$ cat src/include/cache_settings.svh
`ifndef CACHE_SETTINGS_SVH
`define CACHE_SETTINGS_SVH

// Cache geometry
`define CACHE_NUM_SETS   64
`define CACHE_NUM_WAYS   4
`define CACHE_LINE_BYTES 16

// Bus widths in bits
`define CACHE_ADDR_W     32
`define CACHE_DATA_W     32

`endif

$ cat src/hw/cache_pkg.sv
package cache_pkg;

    `include "cache_settings.svh"

    localparam int BYTE_OFF_W     = $clog2(`CACHE_DATA_W / 8);
    localparam int INDEX_W        = $clog2(`CACHE_NUM_SETS);
    localparam int OFFSET_W       = $clog2(`CACHE_LINE_BYTES);
    localparam int TAG_W          = `CACHE_ADDR_W - INDEX_W - OFFSET_W;
    localparam int WAY_W          = $clog2(`CACHE_NUM_WAYS);
    localparam int WORD_SEL_W     = OFFSET_W - BYTE_OFF_W;
    localparam int WORDS_PER_LINE = `CACHE_LINE_BYTES / (`CACHE_DATA_W / 8);

    typedef logic [`CACHE_ADDR_W-1:0]     addr_t;
    typedef logic [`CACHE_DATA_W-1:0]     data_t;
    typedef logic [`CACHE_DATA_W/8-1:0]   strb_t;
    typedef logic [INDEX_W-1:0]           index_t;
    typedef logic [TAG_W-1:0]             tag_t;
    typedef logic [WAY_W-1:0]             way_t;
    typedef logic [WORD_SEL_W-1:0]        word_sel_t;

    typedef enum logic [2:0] {
        IDLE,
        LOOKUP,
        VICTIM,
        WB_REQ,
        WB_WAIT,
        FILL_REQ,
        FILL_WAIT,
        RESPOND
    } cache_state_e;

    // Carried on mem_req_we
    typedef enum logic {
        MEM_READ  = 1'b0,
        MEM_WRITE = 1'b1
    } mem_op_e;

endpackage

$ cat src/hw/cache_ifs.sv
`timescale 1ns/1ps

interface tag_if;
    import cache_pkg::*;

    index_t index;
    tag_t   tag;
    way_t   sel_way;
    logic   fill_we;
    logic   mark_dirty;
    way_t   dirty_way;

    logic   hit;
    way_t   hit_way;
    logic   free_found;
    way_t   free_way;
    logic   sel_valid;
    logic   sel_dirty;
    tag_t   sel_tag;

    modport ctrl (
        output index, tag, sel_way, fill_we, mark_dirty, dirty_way,
        input  hit, hit_way, free_found, free_way, sel_valid, sel_dirty, sel_tag
    );

    modport store (
        input  index, tag, sel_way, fill_we, mark_dirty, dirty_way,
        output hit, hit_way, free_found, free_way, sel_valid, sel_dirty, sel_tag
    );
endinterface

interface data_if;
    import cache_pkg::*;

    index_t    index;
    way_t      way;
    word_sel_t word_sel;
    logic      we;
    data_t     wdata;
    strb_t     wstrb;
    data_t     rdata;

    modport ctrl  (output index, way, word_sel, we, wdata, wstrb, input  rdata);
    modport store (input  index, way, word_sel, we, wdata, wstrb, output rdata);
endinterface

interface lru_if;
    import cache_pkg::*;

    logic   touch;
    index_t index;
    way_t   way;
    way_t   victim_way;

    modport ctrl    (output touch, index, way, input  victim_way);
    modport tracker (input  touch, index, way, output victim_way);
endinterface

$ cat src/hw/cache_ctrl.sv
`timescale 1ns/1ps

module cache_ctrl (
    input  logic             clk,
    input  logic             rst_n,
    input  logic             req_valid,
    input  logic             req_we,
    input  cache_pkg::addr_t req_addr,
    input  cache_pkg::data_t req_wdata,
    input  cache_pkg::strb_t req_wstrb,
    output logic             resp_valid,
    output cache_pkg::data_t resp_rdata,
    output logic             resp_stall,
    output logic             mem_req_valid,
    output logic             mem_req_we,
    output cache_pkg::addr_t mem_req_addr,
    output cache_pkg::data_t mem_req_wdata,
    input  logic             mem_resp_valid,
    input  cache_pkg::data_t mem_resp_rdata,
    output logic             hit_pulse,
    output logic             miss_pulse,
    output logic             dirty_eviction_pulse,
    tag_if.ctrl              tags,
    data_if.ctrl             data,
    lru_if.ctrl              lru
);
    import cache_pkg::*;

    cache_state_e state_q;
    mem_op_e      mem_op_q;

    logic         req_we_q;
    addr_t        req_addr_q;
    data_t        req_wdata_q;
    strb_t        req_wstrb_q;

    way_t         victim_q;
    way_t         active_way_q;
    word_sel_t    cnt_q;

    index_t       req_index;
    tag_t         req_tag;
    word_sel_t    req_word;
    way_t         victim_pick;
    logic         last_word;
    logic         fill_word;
    logic         fill_last;

    assign req_index = req_addr_q[OFFSET_W +: INDEX_W];
    assign req_tag   = req_addr_q[OFFSET_W + INDEX_W +: TAG_W];
    assign req_word  = req_addr_q[BYTE_OFF_W +: WORD_SEL_W];

    // Free way first, LRU only when the set is full
    assign victim_pick = tags.free_found ? tags.free_way : lru.victim_way;

    assign last_word = (cnt_q == word_sel_t'(WORDS_PER_LINE - 1));
    assign fill_word = (state_q == FILL_WAIT) && mem_resp_valid;
    assign fill_last = fill_word && last_word;

    assign tags.index      = req_index;
    assign tags.tag        = req_tag;
    assign tags.sel_way    = (state_q == VICTIM) ? victim_pick : victim_q;
    assign tags.fill_we    = fill_last;
    assign tags.mark_dirty = req_we_q && (fill_last || state_q == RESPOND);
    assign tags.dirty_way  = (state_q == RESPOND) ? active_way_q : victim_q;

    assign data.index    = req_index;
    assign data.way      = (state_q == RESPOND) ? active_way_q : victim_q;
    assign data.word_sel = (state_q == RESPOND) ? req_word : cnt_q;
    assign data.we       = fill_word || (state_q == RESPOND && req_we_q);
    assign data.wdata    = (state_q == RESPOND) ? req_wdata_q : mem_resp_rdata;
    assign data.wstrb    = (state_q == RESPOND) ? req_wstrb_q : '1;

    assign lru.touch = (state_q == LOOKUP && tags.hit) || fill_last;
    assign lru.index = req_index;
    assign lru.way   = (state_q == LOOKUP) ? tags.hit_way : victim_q;

    assign resp_stall = (state_q != IDLE);
    assign mem_req_we = (mem_op_q == MEM_WRITE);

    always_ff @(posedge clk or negedge rst_n) begin
        if (!rst_n) begin
            state_q              <= IDLE;
            mem_op_q             <= MEM_READ;
            victim_q             <= '0;
            active_way_q         <= '0;
            cnt_q                <= '0;
            resp_valid           <= 1'b0;
            mem_req_valid        <= 1'b0;
            hit_pulse            <= 1'b0;
            miss_pulse           <= 1'b0;
            dirty_eviction_pulse <= 1'b0;
        end else begin
            resp_valid           <= 1'b0;
            mem_req_valid        <= 1'b0;
            hit_pulse            <= 1'b0;
            miss_pulse           <= 1'b0;
            dirty_eviction_pulse <= 1'b0;
            case (state_q)
                IDLE: begin
                    if (req_valid) begin
                        state_q <= LOOKUP;
                    end
                end
                LOOKUP: begin
                    if (tags.hit) begin
                        hit_pulse    <= 1'b1;
                        active_way_q <= tags.hit_way;
                        state_q      <= RESPOND;
                    end else begin
                        miss_pulse <= 1'b1;
                        state_q    <= VICTIM;
                    end
                end
                VICTIM: begin
                    victim_q <= victim_pick;
                    cnt_q    <= '0;
                    if (tags.sel_valid && tags.sel_dirty) begin
                        dirty_eviction_pulse <= 1'b1;
                        state_q              <= WB_REQ;
                    end else begin
                        state_q <= FILL_REQ;
                    end
                end
                WB_REQ: begin
                    mem_req_valid <= 1'b1;
                    mem_op_q      <= MEM_WRITE;
                    state_q       <= WB_WAIT;
                end
                WB_WAIT: begin
                    if (mem_resp_valid) begin
                        cnt_q   <= cnt_q + 1'b1;
                        state_q <= last_word ? FILL_REQ : WB_REQ;
                    end
                end
                FILL_REQ: begin
                    mem_req_valid <= 1'b1;
                    mem_op_q      <= MEM_READ;
                    state_q       <= FILL_WAIT;
                end
                FILL_WAIT: begin
                    if (mem_resp_valid) begin
                        cnt_q <= cnt_q + 1'b1;
                        if (last_word) begin
                            active_way_q <= victim_q;
                            state_q      <= RESPOND;
                        end else begin
                            state_q <= FILL_REQ;
                        end
                    end
                end
                RESPOND: begin
                    resp_valid <= 1'b1;
                    state_q    <= IDLE;
                end
                default: state_q <= IDLE;
            endcase
        end
    end

    always_ff @(posedge clk) begin
        if (state_q == IDLE && req_valid) begin
            req_we_q    <= req_we;
            req_addr_q  <= req_addr;
            req_wdata_q <= req_wdata;
            req_wstrb_q <= req_wstrb;
        end
        if (state_q == WB_REQ) begin
            // Victim line address comes from its stored tag
            mem_req_addr  <= {tags.sel_tag, req_index, cnt_q, {BYTE_OFF_W{1'b0}}};
            mem_req_wdata <= data.rdata;
        end
        if (state_q == FILL_REQ) begin
            mem_req_addr <= {req_tag, req_index, cnt_q, {BYTE_OFF_W{1'b0}}};
        end
        if (state_q == RESPOND) begin
            resp_rdata <= req_we_q ? '0 : data.rdata;
        end
    end

    a_mem_req_pulse: assert property (
        @(posedge clk) disable iff (!rst_n) mem_req_valid |=> !mem_req_valid
    ) else $error("cache_ctrl: mem_req_valid held for more than one cycle");

    a_resp_not_mem: assert property (
        @(posedge clk) disable iff (!rst_n) !(resp_valid && mem_req_valid)
    ) else $error("cache_ctrl: response while a memory request is issued");

endmodule

$ cat src/flat_wrapper.sv
// flat-port wrapper written by rule: the top's interface ports become plain ports
module cache_ctrl_flat import cache_pkg::*;
  (clk, rst_n, req_valid, req_we, req_addr, req_wdata, req_wstrb, resp_valid, resp_rdata, resp_stall, mem_req_valid, mem_req_we, mem_req_addr, mem_req_wdata, mem_resp_valid, mem_resp_rdata, hit_pulse, miss_pulse, dirty_eviction_pulse, tags_index, tags_tag, tags_sel_way, tags_fill_we, tags_mark_dirty, tags_dirty_way, tags_hit, tags_hit_way, tags_free_found, tags_free_way, tags_sel_valid, tags_sel_dirty, tags_sel_tag, data_index, data_way, data_word_sel, data_we, data_wdata, data_wstrb, data_rdata, lru_touch, lru_index, lru_way, lru_victim_way);
  tag_if tags_i ();
  data_if data_i ();
  lru_if lru_i ();
  input  logic clk;
  input  logic rst_n;
  input  logic req_valid;
  input  logic req_we;
  input  cache_pkg::addr_t req_addr;
  input  cache_pkg::data_t req_wdata;
  input  cache_pkg::strb_t req_wstrb;
  output logic resp_valid;
  output cache_pkg::data_t resp_rdata;
  output logic resp_stall;
  output logic mem_req_valid;
  output logic mem_req_we;
  output cache_pkg::addr_t mem_req_addr;
  output cache_pkg::data_t mem_req_wdata;
  input  logic mem_resp_valid;
  input  cache_pkg::data_t mem_resp_rdata;
  output logic hit_pulse;
  output logic miss_pulse;
  output logic dirty_eviction_pulse;
  output wire logic [$bits(tags_i.index)-1:0] tags_index;
  output wire logic [$bits(tags_i.tag)-1:0] tags_tag;
  output wire logic [$bits(tags_i.sel_way)-1:0] tags_sel_way;
  output wire logic [$bits(tags_i.fill_we)-1:0] tags_fill_we;
  output wire logic [$bits(tags_i.mark_dirty)-1:0] tags_mark_dirty;
  output wire logic [$bits(tags_i.dirty_way)-1:0] tags_dirty_way;
  input wire logic [$bits(tags_i.hit)-1:0] tags_hit;
  input wire logic [$bits(tags_i.hit_way)-1:0] tags_hit_way;
  input wire logic [$bits(tags_i.free_found)-1:0] tags_free_found;
  input wire logic [$bits(tags_i.free_way)-1:0] tags_free_way;
  input wire logic [$bits(tags_i.sel_valid)-1:0] tags_sel_valid;
  input wire logic [$bits(tags_i.sel_dirty)-1:0] tags_sel_dirty;
  input wire logic [$bits(tags_i.sel_tag)-1:0] tags_sel_tag;
  output wire logic [$bits(data_i.index)-1:0] data_index;
  output wire logic [$bits(data_i.way)-1:0] data_way;
  output wire logic [$bits(data_i.word_sel)-1:0] data_word_sel;
  output wire logic [$bits(data_i.we)-1:0] data_we;
  output wire logic [$bits(data_i.wdata)-1:0] data_wdata;
  output wire logic [$bits(data_i.wstrb)-1:0] data_wstrb;
  input wire logic [$bits(data_i.rdata)-1:0] data_rdata;
  output wire logic [$bits(lru_i.touch)-1:0] lru_touch;
  output wire logic [$bits(lru_i.index)-1:0] lru_index;
  output wire logic [$bits(lru_i.way)-1:0] lru_way;
  input wire logic [$bits(lru_i.victim_way)-1:0] lru_victim_way;
  assign tags_index = tags_i.index;
  assign tags_tag = tags_i.tag;
  assign tags_sel_way = tags_i.sel_way;
  assign tags_fill_we = tags_i.fill_we;
  assign tags_mark_dirty = tags_i.mark_dirty;
  assign tags_dirty_way = tags_i.dirty_way;
  assign tags_i.hit = tags_hit;
  assign tags_i.hit_way = tags_hit_way;
  assign tags_i.free_found = tags_free_found;
  assign tags_i.free_way = tags_free_way;
  assign tags_i.sel_valid = tags_sel_valid;
  assign tags_i.sel_dirty = tags_sel_dirty;
  assign tags_i.sel_tag = tags_sel_tag;
  assign data_index = data_i.index;
  assign data_way = data_i.way;
  assign data_word_sel = data_i.word_sel;
  assign data_we = data_i.we;
  assign data_wdata = data_i.wdata;
  assign data_wstrb = data_i.wstrb;
  assign data_i.rdata = data_rdata;
  assign lru_touch = lru_i.touch;
  assign lru_index = lru_i.index;
  assign lru_way = lru_i.way;
  assign lru_i.victim_way = lru_victim_way;
  cache_ctrl u_core (.clk(clk), .rst_n(rst_n), .req_valid(req_valid), .req_we(req_we), .req_addr(req_addr), .req_wdata(req_wdata), .req_wstrb(req_wstrb), .resp_valid(resp_valid), .resp_rdata(resp_rdata), .resp_stall(resp_stall), .mem_req_valid(mem_req_valid), .mem_req_we(mem_req_we), .mem_req_addr(mem_req_addr), .mem_req_wdata(mem_req_wdata), .mem_resp_valid(mem_resp_valid), .mem_resp_rdata(mem_resp_rdata), .hit_pulse(hit_pulse), .miss_pulse(miss_pulse), .dirty_eviction_pulse(dirty_eviction_pulse), .tags(tags_i), .data(data_i), .lru(lru_i));
endmodule
$ cat config.mk
export PLATFORM = sky130hd
export DESIGN_NAME = cache_ctrl_flat
export DESIGN_NICKNAME = d
export VERILOG_FILES = /design/src/hw/cache_pkg.sv /design/src/hw/cache_ifs.sv /design/src/hw/cache_ctrl.sv /design/src/flat_wrapper.sv
export VERILOG_INCLUDE_DIRS = /design/src /design/src/include
export SDC_FILE = /design/constraint.sdc
export NUM_CORES = 1
export LEC_CHECK = 0
export ABC_CLOCK_PERIOD_IN_PS = 4410
export BUFFER_PORTS_ARGS = -buffer_cell sky130_fd_sc_hd__buf_4
export CORE_UTILIZATION = 30
export CTS_CLUSTER_SIZE = 30
export DETAILED_ROUTE_END_ITERATION = 7
export GPL_TIMING_DRIVEN = 0
export MAX_ROUTING_LAYER = met4
export SLEW_MARGIN = 20
export SYNTH_ARGS = -nofsm -noshare
export SYNTH_HDL_FRONTEND = slang
export SYNTH_SLANG_ARGS = --single-unit
$ cat constraint.sdc
create_clock -name clk -period 4.41 [get_ports clk]
set_input_delay 0.2205 -clock clk [delete_from_list [all_inputs] [get_ports clk]]
set_output_delay 0.2205 -clock clk [all_outputs]
set_load 0.02 [all_outputs]
# == Word-level counts from Yosys, hierarchy flattened ==
# Index checks and enable logic that the tools add are counted.
# totals
regBits,178
out_inout_bits,193
elab_cells,84
in_bits,169
# op_classes
n_reduce_logical,20
addsub,1
n_mux,32
n_eq_ne,14
# ops
operator,count
$mux W32,3
$pmux W3 S8,1
$mux W2,10
$mux W3,6
$eq A3 B3 Y1 const B,4
$mux W1,8
$ne A2 B2 Y1 const B,4
$pmux W2 S2,2
$logic_and A1 B1 Y1,7
$eq A3 B2 Y1 const B,2
$reduce_bool A2 Y1,3
$mux W4,1
$ne A2 B1 Y1 const B,2
$reduce_and A4 Y1,1
$reduce_or A2 Y1,2
$eq A3 B1 Y1 const B,1
$logic_not A3 Y1,1
$logic_or A1 B1 Y1,3
$reduce_and A3 Y1,1
$reduce_bool A3 Y1,1
$add A2 B1 Y2 const B,1
$eq A2 B2 Y1 const B,1
$pmux W1 S2,1
$reduce_and A2 Y1,1

# == Longest topological paths before layout ==
# Gate-level depths: netlist of run 1.
# depth
depth_word,5
ltp_mapped,7
mapped_depth_nobuf,5

# == Worst setup path before layout of run 1 ==
# No wires, ideal clock.
# synth_path
path_type,reg-to-reg
start,register u_core.state_q[0]
end,register u_core.req_addr_q[10] (enable)
synth_period_minus_slack_ns,4.350
required_ns,3.917
setup_ns,0.493
path_slack_ns,0.060
stages_incl_launch_ff,4
arrival_time_ns,3.857
n_path_buf,1
cell_sequence,dfrtp_1 buf_4 or3_1 nor2_1
# synth_via
elab_chain_cells,2
# synth_rtl
item,line_no,text
from (decl),cache_ctrl.sv:29,cache_state_e state_q;
from (signal assigned),cache_ctrl.sv:133,state_q <= last_word ? FILL_REQ : WB_REQ;
$logic_not A3 Y1,cache_ctrl.sv:162,if (state_q == IDLE && req_valid) begin
$logic_and A1 B1 Y1,cache_ctrl.sv:162,
to (signal assigned),cache_ctrl.sv:164,req_addr_q <= req_addr;
to (decl),cache_ctrl.sv:33,addr_t req_addr_q;
# No other way between the ends.
# A chain may end at the register's enable or synchronous reset.

# == Worst setup path in the final report of run 1 ==
# layout_path
start,register u_core.state_q[1]
end,output port data_wdata[11]
# layout_via
elab_chain_cells,2
# layout_rtl
item,line_no,text
$eq A3 B3 Y1,cache_ctrl.sv:71,assign data.wdata = (state_q == RESPOND) ? req_wdata_q : mem_resp_rdata;
$mux W32,cache_ctrl.sv:71,
to (decl),flat_wrapper.sv:43,output wire logic [$bits(data_i.wdata)-1:0] data_wdata;
# No other way between the ends.

==> results.md, run 1 <==
* Outcome: complete, no violations
* EDFF count, synth at 161
* Final Critical Period at approximately 2.7 ns
* Startpoint types: flop
* Clk_skew at around 0.013 ns
* Cells after synthesis at ~460
* Final nets at 1115
* DRC violations left at 0
* Final hold slack at about 0.1 ns
* Async set or reset register ratio after synthesis at under 10%
* R2R Path Start: u_core.state_q[2]$_DFFE_PN0P_
* Inserted Clock Buffers at 17
* Leakage at 5.09 nW
* Most common cell after layout, fill and taps aside: buf_4
* Final Slew Violations at 0
* Initial antenna violation count at 0
* DP Cell Count at 1110
* Post-synthesis adder-cell area fraction at less than 1%
* # port buffers at about 360
* Clock Sinks at about 180
* Count of final hold-check violations at 0
* Distinct cell type count after synthesis at 34
* Fin crit share at about 60%
* Mapped cell area at between 6000 and 7000 um^2
* Clock tree buffer depth at 2
* Drt first pass iters at 4
* PwrDens at between 500 and 600 nW/um^2
* DRT iter0 DRCs at roughly 270
* GRT Overall Usage at 17.4%
* Cell taking the most area after synthesis: edfxtp_1
* Die Span Y at between 150 and 200 um
* Global-route wire length before repair at 29.8 mm
* Design Power at 6.10 mW
* Worst IR Drop VDD at around 0.28 mV
* Place WS at about 2.1 ns
* Relative slew slack at a little over a third
* Layout cells sized above 1 at between 50% and 60%
* Setup TNS Final at 0 ns
* Fmax at between 0.3 and 0.4 GHz
* Initial Util at a little under a third
* Final design utilization at 51.3%
* Seq/Total Area, Yosys at between 70% and 80%
* Finished Cell Area at ~12000 um^2
* Maximum fanout along the worst path at 42
* Vias/cell at between 4 and 5
* Clock root buffer: clkbuf_16
* Grt ovf at 0
* Critical path arrival at approximately 2.5 ns
* Mux cell area share after synthesis at just over 5%
* Hold Path Origin: tags_sel_tag[6]
* H-Tree Depth at 4
* Max Cap Violations at 0
* WP data required at 4.19 ns
* Core area at about 23000 um^2
* Wirelength per Cell at 16.1 um
* Setup Viol. Count Final at 0
* Simple-Gate Fraction of Synth Area at between 10% and 20%
* Main flop type after synthesis: edfxtp_1
* Clock slew seen by the registers of the worst setup and hold paths at around 0.07 ns
* #FFs+latches synth at around 180
* Clk_lat worst skew at approximately 0.42 ns
* Final Worst Setup Slack at 1.70 ns
* Kind of critical path: reg2out
* CTS tree: yes
* Synth area leaders: edfxtp_1 70%, nand2_1 6.0%, dfrtp_1 5.4%, buf_4 5.0%, mux2_2 3.7%
* Vias after detailed routing at 5277
* Most frequent cells in the layout: 403 x buf_4, 161 x edfxtp_1, 111 x nand2_1
* RSZ-0062 raised after global routing: no
* Reg area at roughly 5200 um^2
* CP Launch Point: u_core.state_q[1]$_DFFE_PN0P_
* Syn avg cell area at approximately 15 um^2
* Vias in the first global route at 5532
* Hold Path Class: in2reg
* Die Area at between 20000 and 25000 um^2
* Yosys warnings at 0
* I/O Pins at 362
* Final ANT Viol Nets at 0
* Reg2Reg Setup Slack at roughly 2.3 ns
* Layout fillers at ~2000
* Multi-input gate area at 1290 um^2
* Die width at 154 um
* CP endpoint kind: output port
* Non-Filler Instances at 1243
* HPWL Detailed at 14.4 mm
* Main combinational cell family by area after synthesis: simple AND/OR/NAND/NOR gates
* RD Place Congestion at roughly 0.8
* Total length of routed wires at 20.0 mm
* Xor/xnor share of the synthesized area at 0%
* Largest net degree at the start of global routing at 43
* Slew @ Worst Pin at roughly 0.98 ns
* Compound-Gate Fraction of Synth Area at 1.62%
* Syn-to-layout area delta at 67.7%
* Cell Rows at between 50 and 60
* Diodes inserted at 0
* Dpl cell area at ~10000 um^2
* Yosys top cell area share at 69.6%
==> kinds of logic (layout without fill, tap and decap cells) <==
family                     count (synthesis)  after routing
DFF                                      176            176
other                                      1              2
and+or+nand+nor                          169            169
buffers and inverters                     69            562
AOI/OAI and AO/OA                         17             17
adders and majority gates                  1              1
muxes                                     31             31
==> state kept, by name, summed over array words and instances (netlist names), 2 cells and up <==
name	flops
u_core.req_addr_q	30
u_core.mem_req_wdata	32
u_core.req_wstrb_q	4
u_core.victim_q	2
u_core.active_way_q	2
u_core.mem_req_addr	30
u_core.req_wdata_q	32
u_core.state_q	3
u_core.cnt_q	2
u_core.resp_rdata	32
==> Yosys cell counts (2+ instances only) <==
cell type  number
nand2_1       112
mux2_2         23
buf_2           8
o21ai_0         2
o21bai_1        2
buf_6           3
o22ai_1         2
dfrtp_1        15
nor2b_1        33
a21oi_1         5
buf_4          46
mux2_4          4
edfxtp_1      161
inv_1           7
nand2b_1        7
mux2i_1         3
nand3_1         2
nor2_1          8
a22o_1          3
clkbuf_1        4
==> critical path: stages, from the launching register on <==
cell,delay (ns)
dfrtp_1,0.35
buf_4,0.18
nand3_1,0.12
inv_2,0.15
buf_2,0.78
nand2_1,0.23
nand2_1,0.11
buf_4,0.14
==> path summary, 6_finish.rpt <==
check                           cells after the start                                 to
min in group asynchronous                           2       u_core.victim_q[1]$_DFF_PN0_
worst min register to register                      2      u_core.mem_req_we$_DFFE_PN0P_
max in group asynchronous                           2      u_core.state_q[2]$_DFFE_PN0P_
worst max register to register                      4   u_core.mem_req_addr[3]$_DFFE_PP_
worst max-delay path                                7                     data_wdata[11]
worst min-delay path                                2  u_core.mem_req_addr[16]$_DFFE_PP_
==> repair_timing <==
action / 4_1_cts / 5_1_grt
resized for setup: 0 / 0
hold buffers: 101 / 0
hold endpoints to repair: 115 / 0
buffers inserted: 0 / 0
==> power by group <==
part           switching, mW  internal, mW
sequential             0.126          2.26
clock                  0.705         0.752
combinational           1.27         0.983
total                   2.10          4.00
==> routing by layer <==
metal  track usage (%)  routed length [um]
met1              18.3                7630
met2              31.4               10600
met3              4.68                1310
met4              5.67                 391
met5                 -                   0
==> layout make-up <==
class	count	share of cell area, %
Sequential cell	176	44.7
Timing Repair Buffer	461	32.3
Multi-Input combinational cell	220	11.1
Buffer	61	3.72
Clock buffer	17	3.65
Tap cell	285	3.06
Clock inverter	15	1.25
Inverter	8	0.258
(Power assumes the default switching activity.)
==> inputs of run 2 (changes only) <==
--- a/config.mk
+++ b/config.mk
@@ -6,7 +6,8 @@
 export SDC_FILE = /design/constraint.sdc
 export NUM_CORES = 1
 export LEC_CHECK = 0
-export ABC_CLOCK_PERIOD_IN_PS = 4410
+export ABC_AREA = 1
+export ABC_CLOCK_PERIOD_IN_PS = 2250
 export BUFFER_PORTS_ARGS = -buffer_cell sky130_fd_sc_hd__buf_4
 export CORE_UTILIZATION = 30
 export CTS_CLUSTER_SIZE = 30
==> constraint.sdc (replaced) <==
create_clock -name clk -period 2.25 [get_ports clk]
set_input_delay 0.1125 -clock clk [delete_from_list [all_inputs] [get_ports clk]]
set_output_delay 0.1125 -clock clk [all_outputs]
set_load 0.02 [all_outputs]
==> results.md, run 2 <==
* WP data required at about 2.1 ns
* Die width at about 160 um
* Distinct cell type count after synthesis at 32
* Synth area leaders: edfxtp_1 68%, nand2_1 10%, dfrtp_1 5.3%, buf_4 5.2%, inv_1 2.6%
* Largest delay share family, worst path: buffers and inverters
* Cells after synthesis at between 500 and 600
* Switching fraction of total power at about a third
* HPWL Detailed at approximately 15 mm
* Clk_skew at approximately 0.011 ns
* Initial Util at between 30% and 40%
* Vias/cell at about 4
* I/O Pins at around 360
* Layout cells sized above 1 at between 40 and 50%
* Setup Viol. Count Final at 0
* Clk_lat worst skew at ~0.42 ns
* Crit path largest cell delay at between 0.3 and 0.4 ns
* Diodes inserted at 0
* Global-route wire length before repair at approximately 31 mm
* Cell taking the most area after synthesis: edfxtp_1
* Main combinational cell family by area after synthesis: simple AND/OR/NAND/NOR gates
* Layout fillers at 1968
* Leakage at ~5.6 nW
* Worst IR Drop VDD at around 0.51 mV
* Compound-Gate Fraction of Synth Area at roughly 2.0%
* Clock tree buffer depth at 2
* Clock Sinks at 176
* Count of final hold-check violations at 0
* Max Cap Violations at 0
* Inserted Clock Buffers at 17
* Grt ovf at 0
* CP max-delay cell: dfrtp_1
* RSZ-0062 raised after global routing: no
* Simple-Gate Fraction of Synth Area at 15.3%
* RD Place Congestion at 0.770
* CTS tree: yes
* Relative slew slack at 50.3%
* Xor/xnor share of the synthesized area at 0%
* Commonest cells in the netlist: 195 x nand2_1, 161 x edfxtp_1, 49 x buf_4, 49 x inv_1, 39 x nor2_1
* Core area at between 20000 and 25000 um^2
* Critical path arrival at 1.94 ns
* CP endpoint kind: output port
* #FFs+latches synth at 176
* Drt first pass iters at 5
* Final nets at roughly 1300
* Largest net degree at the start of global routing at 43
* Seq/Total Area, Yosys at ~73%
* Die Span Y at around 160 um
* CP most frequent cell: nand2_1
* Syn avg cell area at roughly 12 um^2
* Non-Filler Instances at ~1400
* Switching power at around 4.5 mW
* Vias after detailed routing at between 5000 and 6000
* Final Slew Violations at 0
* Pint at ~8.2 mW
* Maximum fanout along the worst path at 42
* DRC violations left at 0
* Sequential share of power at 37.5%
* Most common cell in the netlist: nand2_1
* Slew @ Worst Pin at ~0.74 ns
* Hold Path Class: in2reg
* Mapped cell area at roughly 7000 um^2
* Top flop regs: u_core.mem_req_wdata x32, u_core.req_wdata_q x32, u_core.resp_rdata x32
* GRT Overall Usage at between 15 and 20%
* Cell Rows at 55
* Vias in the first global route at 5986
* Fin crit share at 91.2%
* Comb pwr share at 38.4%
* Kind of critical path: reg2out
* Clock group share of total power at about a quarter
* Initial antenna violation count at 0
* Async set or reset register ratio after synthesis at 8.52%
* Mux cell area share after synthesis at 0%
* PwrDens at 1040 nW/um^2
* Buf+Inv Stages, Crit Path at 4
* Fmax at just under 0.5 GHz
* Outcome: complete, no violations
* DRT iter0 DRCs at 249
* Final ANT Viol Nets at 0
* Total length of routed wires at about 21 mm
* H-Tree Depth at 4
* Startpoint types: flop
* Clock slew seen by the registers of the worst setup and hold paths at 0.07 ns
* Yosys top cell area share at 68.0%
* Postcts setup bufs at 0
* Clock root buffer: clkbuf_16
* Yosys warnings at 0
* EDFF count, synth at around 160
* Final Critical Period at approximately 2.1 ns
* Most frequent cells in the layout: 405 x buf_4, 193 x nand2_1, 161 x edfxtp_1
* # port buffers at 357
* Most common cell after layout, fill and taps aside: buf_4
* Die Area at about 24000 um^2
* Design Power at between 10 and 15 mW
* Post-synthesis adder-cell area fraction at less than 1%
* Syn-to-layout area delta at 72.0%
* Main flop type after synthesis: edfxtp_1
* DP Cell Count at between 1000 and 1500
* Cell chain of the critical path: buf_6, nand3_4, inv_2, buf_12, nand2_1, nand2_1, buf_4
* Wirelength per Cell at ~15 um
## run 2: layout make-up
class	count	area (um^2)	area share [%]
Inverter	54	213	1.74
Buffer	62	458	3.75
Multi-Input combinational cell	278	1260	10.3
Clock inverter	13	170	1.39
Sequential cell	176	5210	42.6
Tap cell	313	392	3.20
Timing Repair Buffer	492	4090	33.5
Clock buffer	19	433	3.54
## run 2: cells by family (layout without fill, tap and decap cells)
logic type / after synthesis / count (layout)
DFF: 176 / 176
AOI/OAI and AO/OA: 20 / 20
and+or+nand+nor: 255 / 255
other: 1 / 2
buffers and inverters: 116 / 640
adders and majority gates: 1 / 1
## run 2: worst paths after layout
check / end / start / cells after the start / slack [ns]
setup / recovery: data_wdata[10] / u_core.state_q[2]$_DFFE_PN0P_ / 7 / 0.20
hold / removal: u_core.cnt_q[1]$_DFFE_PN0P_ / mem_resp_valid / 4 / 0.02
setup reg to reg: u_core.req_wdata_q[22]$_DFFE_PP_ / u_core.state_q[1]$_DFFE_PN0P_ / 6 / 0.31
hold reg to reg: u_core.mem_req_we$_DFFE_PN0P_ / u_core.mem_req_we$_DFFE_PN0P_ / 2 / 0.49
max in group asynchronous: u_core.hit_pulse$_DFF_PN0_ / rst_n / 2 / 1.95
min in group asynchronous: u_core.resp_valid$_DFF_PN0_ / rst_n / 2 / 0.10
## run 2: metrics by stage
step           cell area (um^2)  setup slack (ns)  setup TNS (ns)  util, %  hold slack [ns]
2_1_floorplan              7120            0.0306               0        -           -0.183
3_3_place_gp              10200            -0.567          -48.63     44.5         -0.00776
3_5_place_dp              10300             0.242               0     44.9         -0.00709
4_1_cts                   12200            0.0128               0     53.3         0.000124
5_1_grt                   12200            0.0304               0     53.4           0.0378
6_report                  12200             0.199               0     53.4           0.0248
## run 2: power groups by stage
stage	Clock, mW	Sequential, mW	Combinational [mW]
after global placement	0	4.84	4.53
final	3.07	4.76	4.87
after global routing	3.27	4.83	5.25
after CTS	3.16	4.76	4.93
after floorplan	0	5.34	2.05
after detailed placement	0	4.83	4.70
## run 2: what timing repair did
item | in CTS | in global routing
hold buffers | 131 | 0
hold endpoints to repair | 172 | 0
pin swaps | 0 | 0
setup endpoints to repair | 9 | 10
gates resized for setup | 1 | 5
## run 2: worst register-to-register path, delay by kind of cell (launching register included)
| kind | cells | cell delay (ns) |
|---|---|---|
| buffers and inverters | 3 | 0.57 |
| DFF | 1 | 0.37 |
| and+or+nand+nor | 3 | 0.70 |
## run 2: routing by layer
layer | wire length [um] | track usage (%) | part of all wire, %
met2 | 10900 | 31.5 | 52
met5 | 0 | - | 0
met3 | 1490 | 3.97 | 7.1
met1 | 8100 | 19.1 | 39
met4 | 375 | 5.79 | 1.8
==> inputs of run 3 (changes only) <==
==> constraint.sdc (replaced) <==
create_clock -name clk -period 2.25 [get_ports clk]
set_input_delay 0.45 -clock clk [delete_from_list [all_inputs] [get_ports clk]]
set_output_delay 0.45 -clock clk [all_outputs]
set_load 0.02 [all_outputs]
==> results.md, run 3 (synthesis results as in run 2) <==
* Outcome: complete, no violations
* Syn-to-layout area delta at 56.3%
* Vias after detailed routing at ~5300
* PwrDens at between 1000 and 1500 nW/um^2
* Final Slew Violations at 0
* Final nets at roughly 1100
* Clock tree buffer depth at 2
* Global-route wire length before repair at between 20 and 30 mm
* Largest net degree at the start of global routing at 33
* Fmax at about 0.46 GHz
* Core area at ~23000 um^2
* Relative slew slack at between 50% and 60%
* HPWL Detailed at 14.9 mm
* Most common cell after layout, fill and taps aside: buf_4
* Startpoint types: flop
* Diodes inserted at 0
* Die width at around 160 um
* Design Power at 12.7 mW
* Clock slew seen by the registers of the worst setup and hold paths at 0.08 ns
* CTS tree: yes
* GRT Overall Usage at 16.5%
* Final Critical Period at ~2.2 ns
* # port buffers at about 360
* RSZ-0062 raised after global routing: yes
* Most frequent cells in the layout: 408 x buf_4, 189 x nand2_1, 161 x edfxtp_1
* Die Area at ~24000 um^2
* Maximum fanout along the worst path at 5
* Setup Viol. Count Final at 0
* Layout fillers at 2102
* Clk_skew at between 0.01 and 0.015 ns
* Critical path arrival at 1.70 ns
* Die Span Y at 156 um
* Clock Sinks at about 180
* Max Cap Violations at 0
* DP Cell Count at about 1200
* Count of final hold-check violations at 0
* DRC violations left at 0
* CP endpoint kind: output port
* WP data required at 1.80 ns
* Total length of routed wires at approximately 20 mm
* Leakage at around 5.1 nW
* Setup TNS Final at 0 ns
* Initial Util at a little under a third
* Cell Rows at 55
* Clk_lat worst skew at ~0.42 ns
* Grt ovf at 0
* Vias in the first global route at roughly 5400
* Fin crit share at a little over nine tenths
* Kind of critical path: reg2out
* H-Tree Depth at 4
* RD Place Congestion at approximately 0.77
* Hold Path Class: in2reg
* DRT iter0 DRCs at between 200 and 250
* Inserted Clock Buffers at 17
* Initial antenna violation count at 0
* Top flop regs: u_core.mem_req_wdata x32, u_core.req_wdata_q x32, u_core.resp_rdata x32
* Clock root buffer: clkbuf_16
* Final ANT Viol Nets at 0
* Worst IR Drop VDD at about 0.53 mV
* Layout cells sized above 1 at 50.4%
* Non-Filler Instances at between 1000 and 1500
* I/O Pins at 362
* Drt first pass iters at 4
* Wirelength per Cell at 15.4 um
* Slew @ Worst Pin at 0.738 ns
* Vias/cell at between 4 and 5
## run 3: cell types whose count changed in the layout (fill, tap and decap cells not counted), sizes merged
cell         before  now
buf             417  429
bufbuf            0    1
clkbuf           25   23
dlygate4sd3     131    1
## run 3: worst paths after layout
kind | startpoint | to | cells after the start | slack, ns
max in group asynchronous | rst_n | u_core.hit_pulse$_DFF_PN0_ | 2 | 1.63
min in group asynchronous | rst_n | u_core.resp_valid$_DFF_PN0_ | 2 | 0.43
min | req_addr[15] | u_core.req_addr_q[15]$_DFFE_PP_ | 1 | 0.20
max reg2reg | u_core.state_q[0]$_DFFE_PN0P_ | u_core.req_wdata_q[21]$_DFFE_PP_ | 7 | 0.20
min reg2reg | u_core.mem_req_we$_DFFE_PN0P_ | u_core.mem_req_we$_DFFE_PN0P_ | 2 | 0.49
max | u_core.state_q[2]$_DFFE_PN0P_ | lru_way[0] | 6 | 0.1
## run 3: power breakdown
part           total [mW]  internal (mW)  switching, mW
Clock                3.07           1.69           1.38
Sequential           4.75           4.52          0.233
Combinational        4.86           2.01           2.85
## run 3: stage by stage
stage	setup slack, ns	util [%]	area, um^2	hold WS [ns]
final	0.0989	48.5	11100	0.196
after global routing	-0.0193	48.5	11100	0.173
after CTS	0.0218	48.2	11000	0.170
after detailed placement	0.0201	44.9	10300	0.330
after global placement	-0.567	44.5	10200	0.330
after floorplan	0.0306	-	7120	0.154
## run 3: routing by layer
| metal | wire [um] | global-route usage, % | vias up | share of wire, % |
|---|---|---|---|---|
| met5 | 0 | - | - | 0 |
| met4 | 386 | 5.70 | 0 | 1.9 |
| met3 | 1590 | 4.36 | 21 | 8.0 |
| met2 | 10300 | 29.1 | 246 | 52 |
| met1 | 7560 | 17.9 | 2443 | 38 |
| li1 | - | - | 2607 | - |
## run 3: final cells by class
cell class / count / area [um^2] / area share (%)
sequential: 176 / 5210 / 46.9
timing repair buffer: 373 / 2930 / 26.3
multi-input combinational: 278 / 1280 / 11.5
buffer: 62 / 479 / 4.31
clock buffer: 19 / 433 / 3.90
tap: 313 / 392 / 3.52
inverter: 54 / 220 / 1.98
clock inverter: 13 / 170 / 1.53
## run 3: worst max-delay path, stage by stage, from the launching register on
cell and delay (ns):
dfrtp_1 0.37, buf_6 0.13, buf_4 0.15, nor3_2 0.29, nand2_1 0.07, o21ai_0 0.09, buf_4 0.18
## run 3: timing repair
action | 4_1_cts | 5_1_grt
resized for setup | 15 | 15
hold buffers | 1 | 0
setup buffers | 6 | 4
endpoints found under the setup margin | 31 | 32
cloned | 1 | 0
endpoints found under the hold margin | 15 | 0
pin swaps | 1 | 3
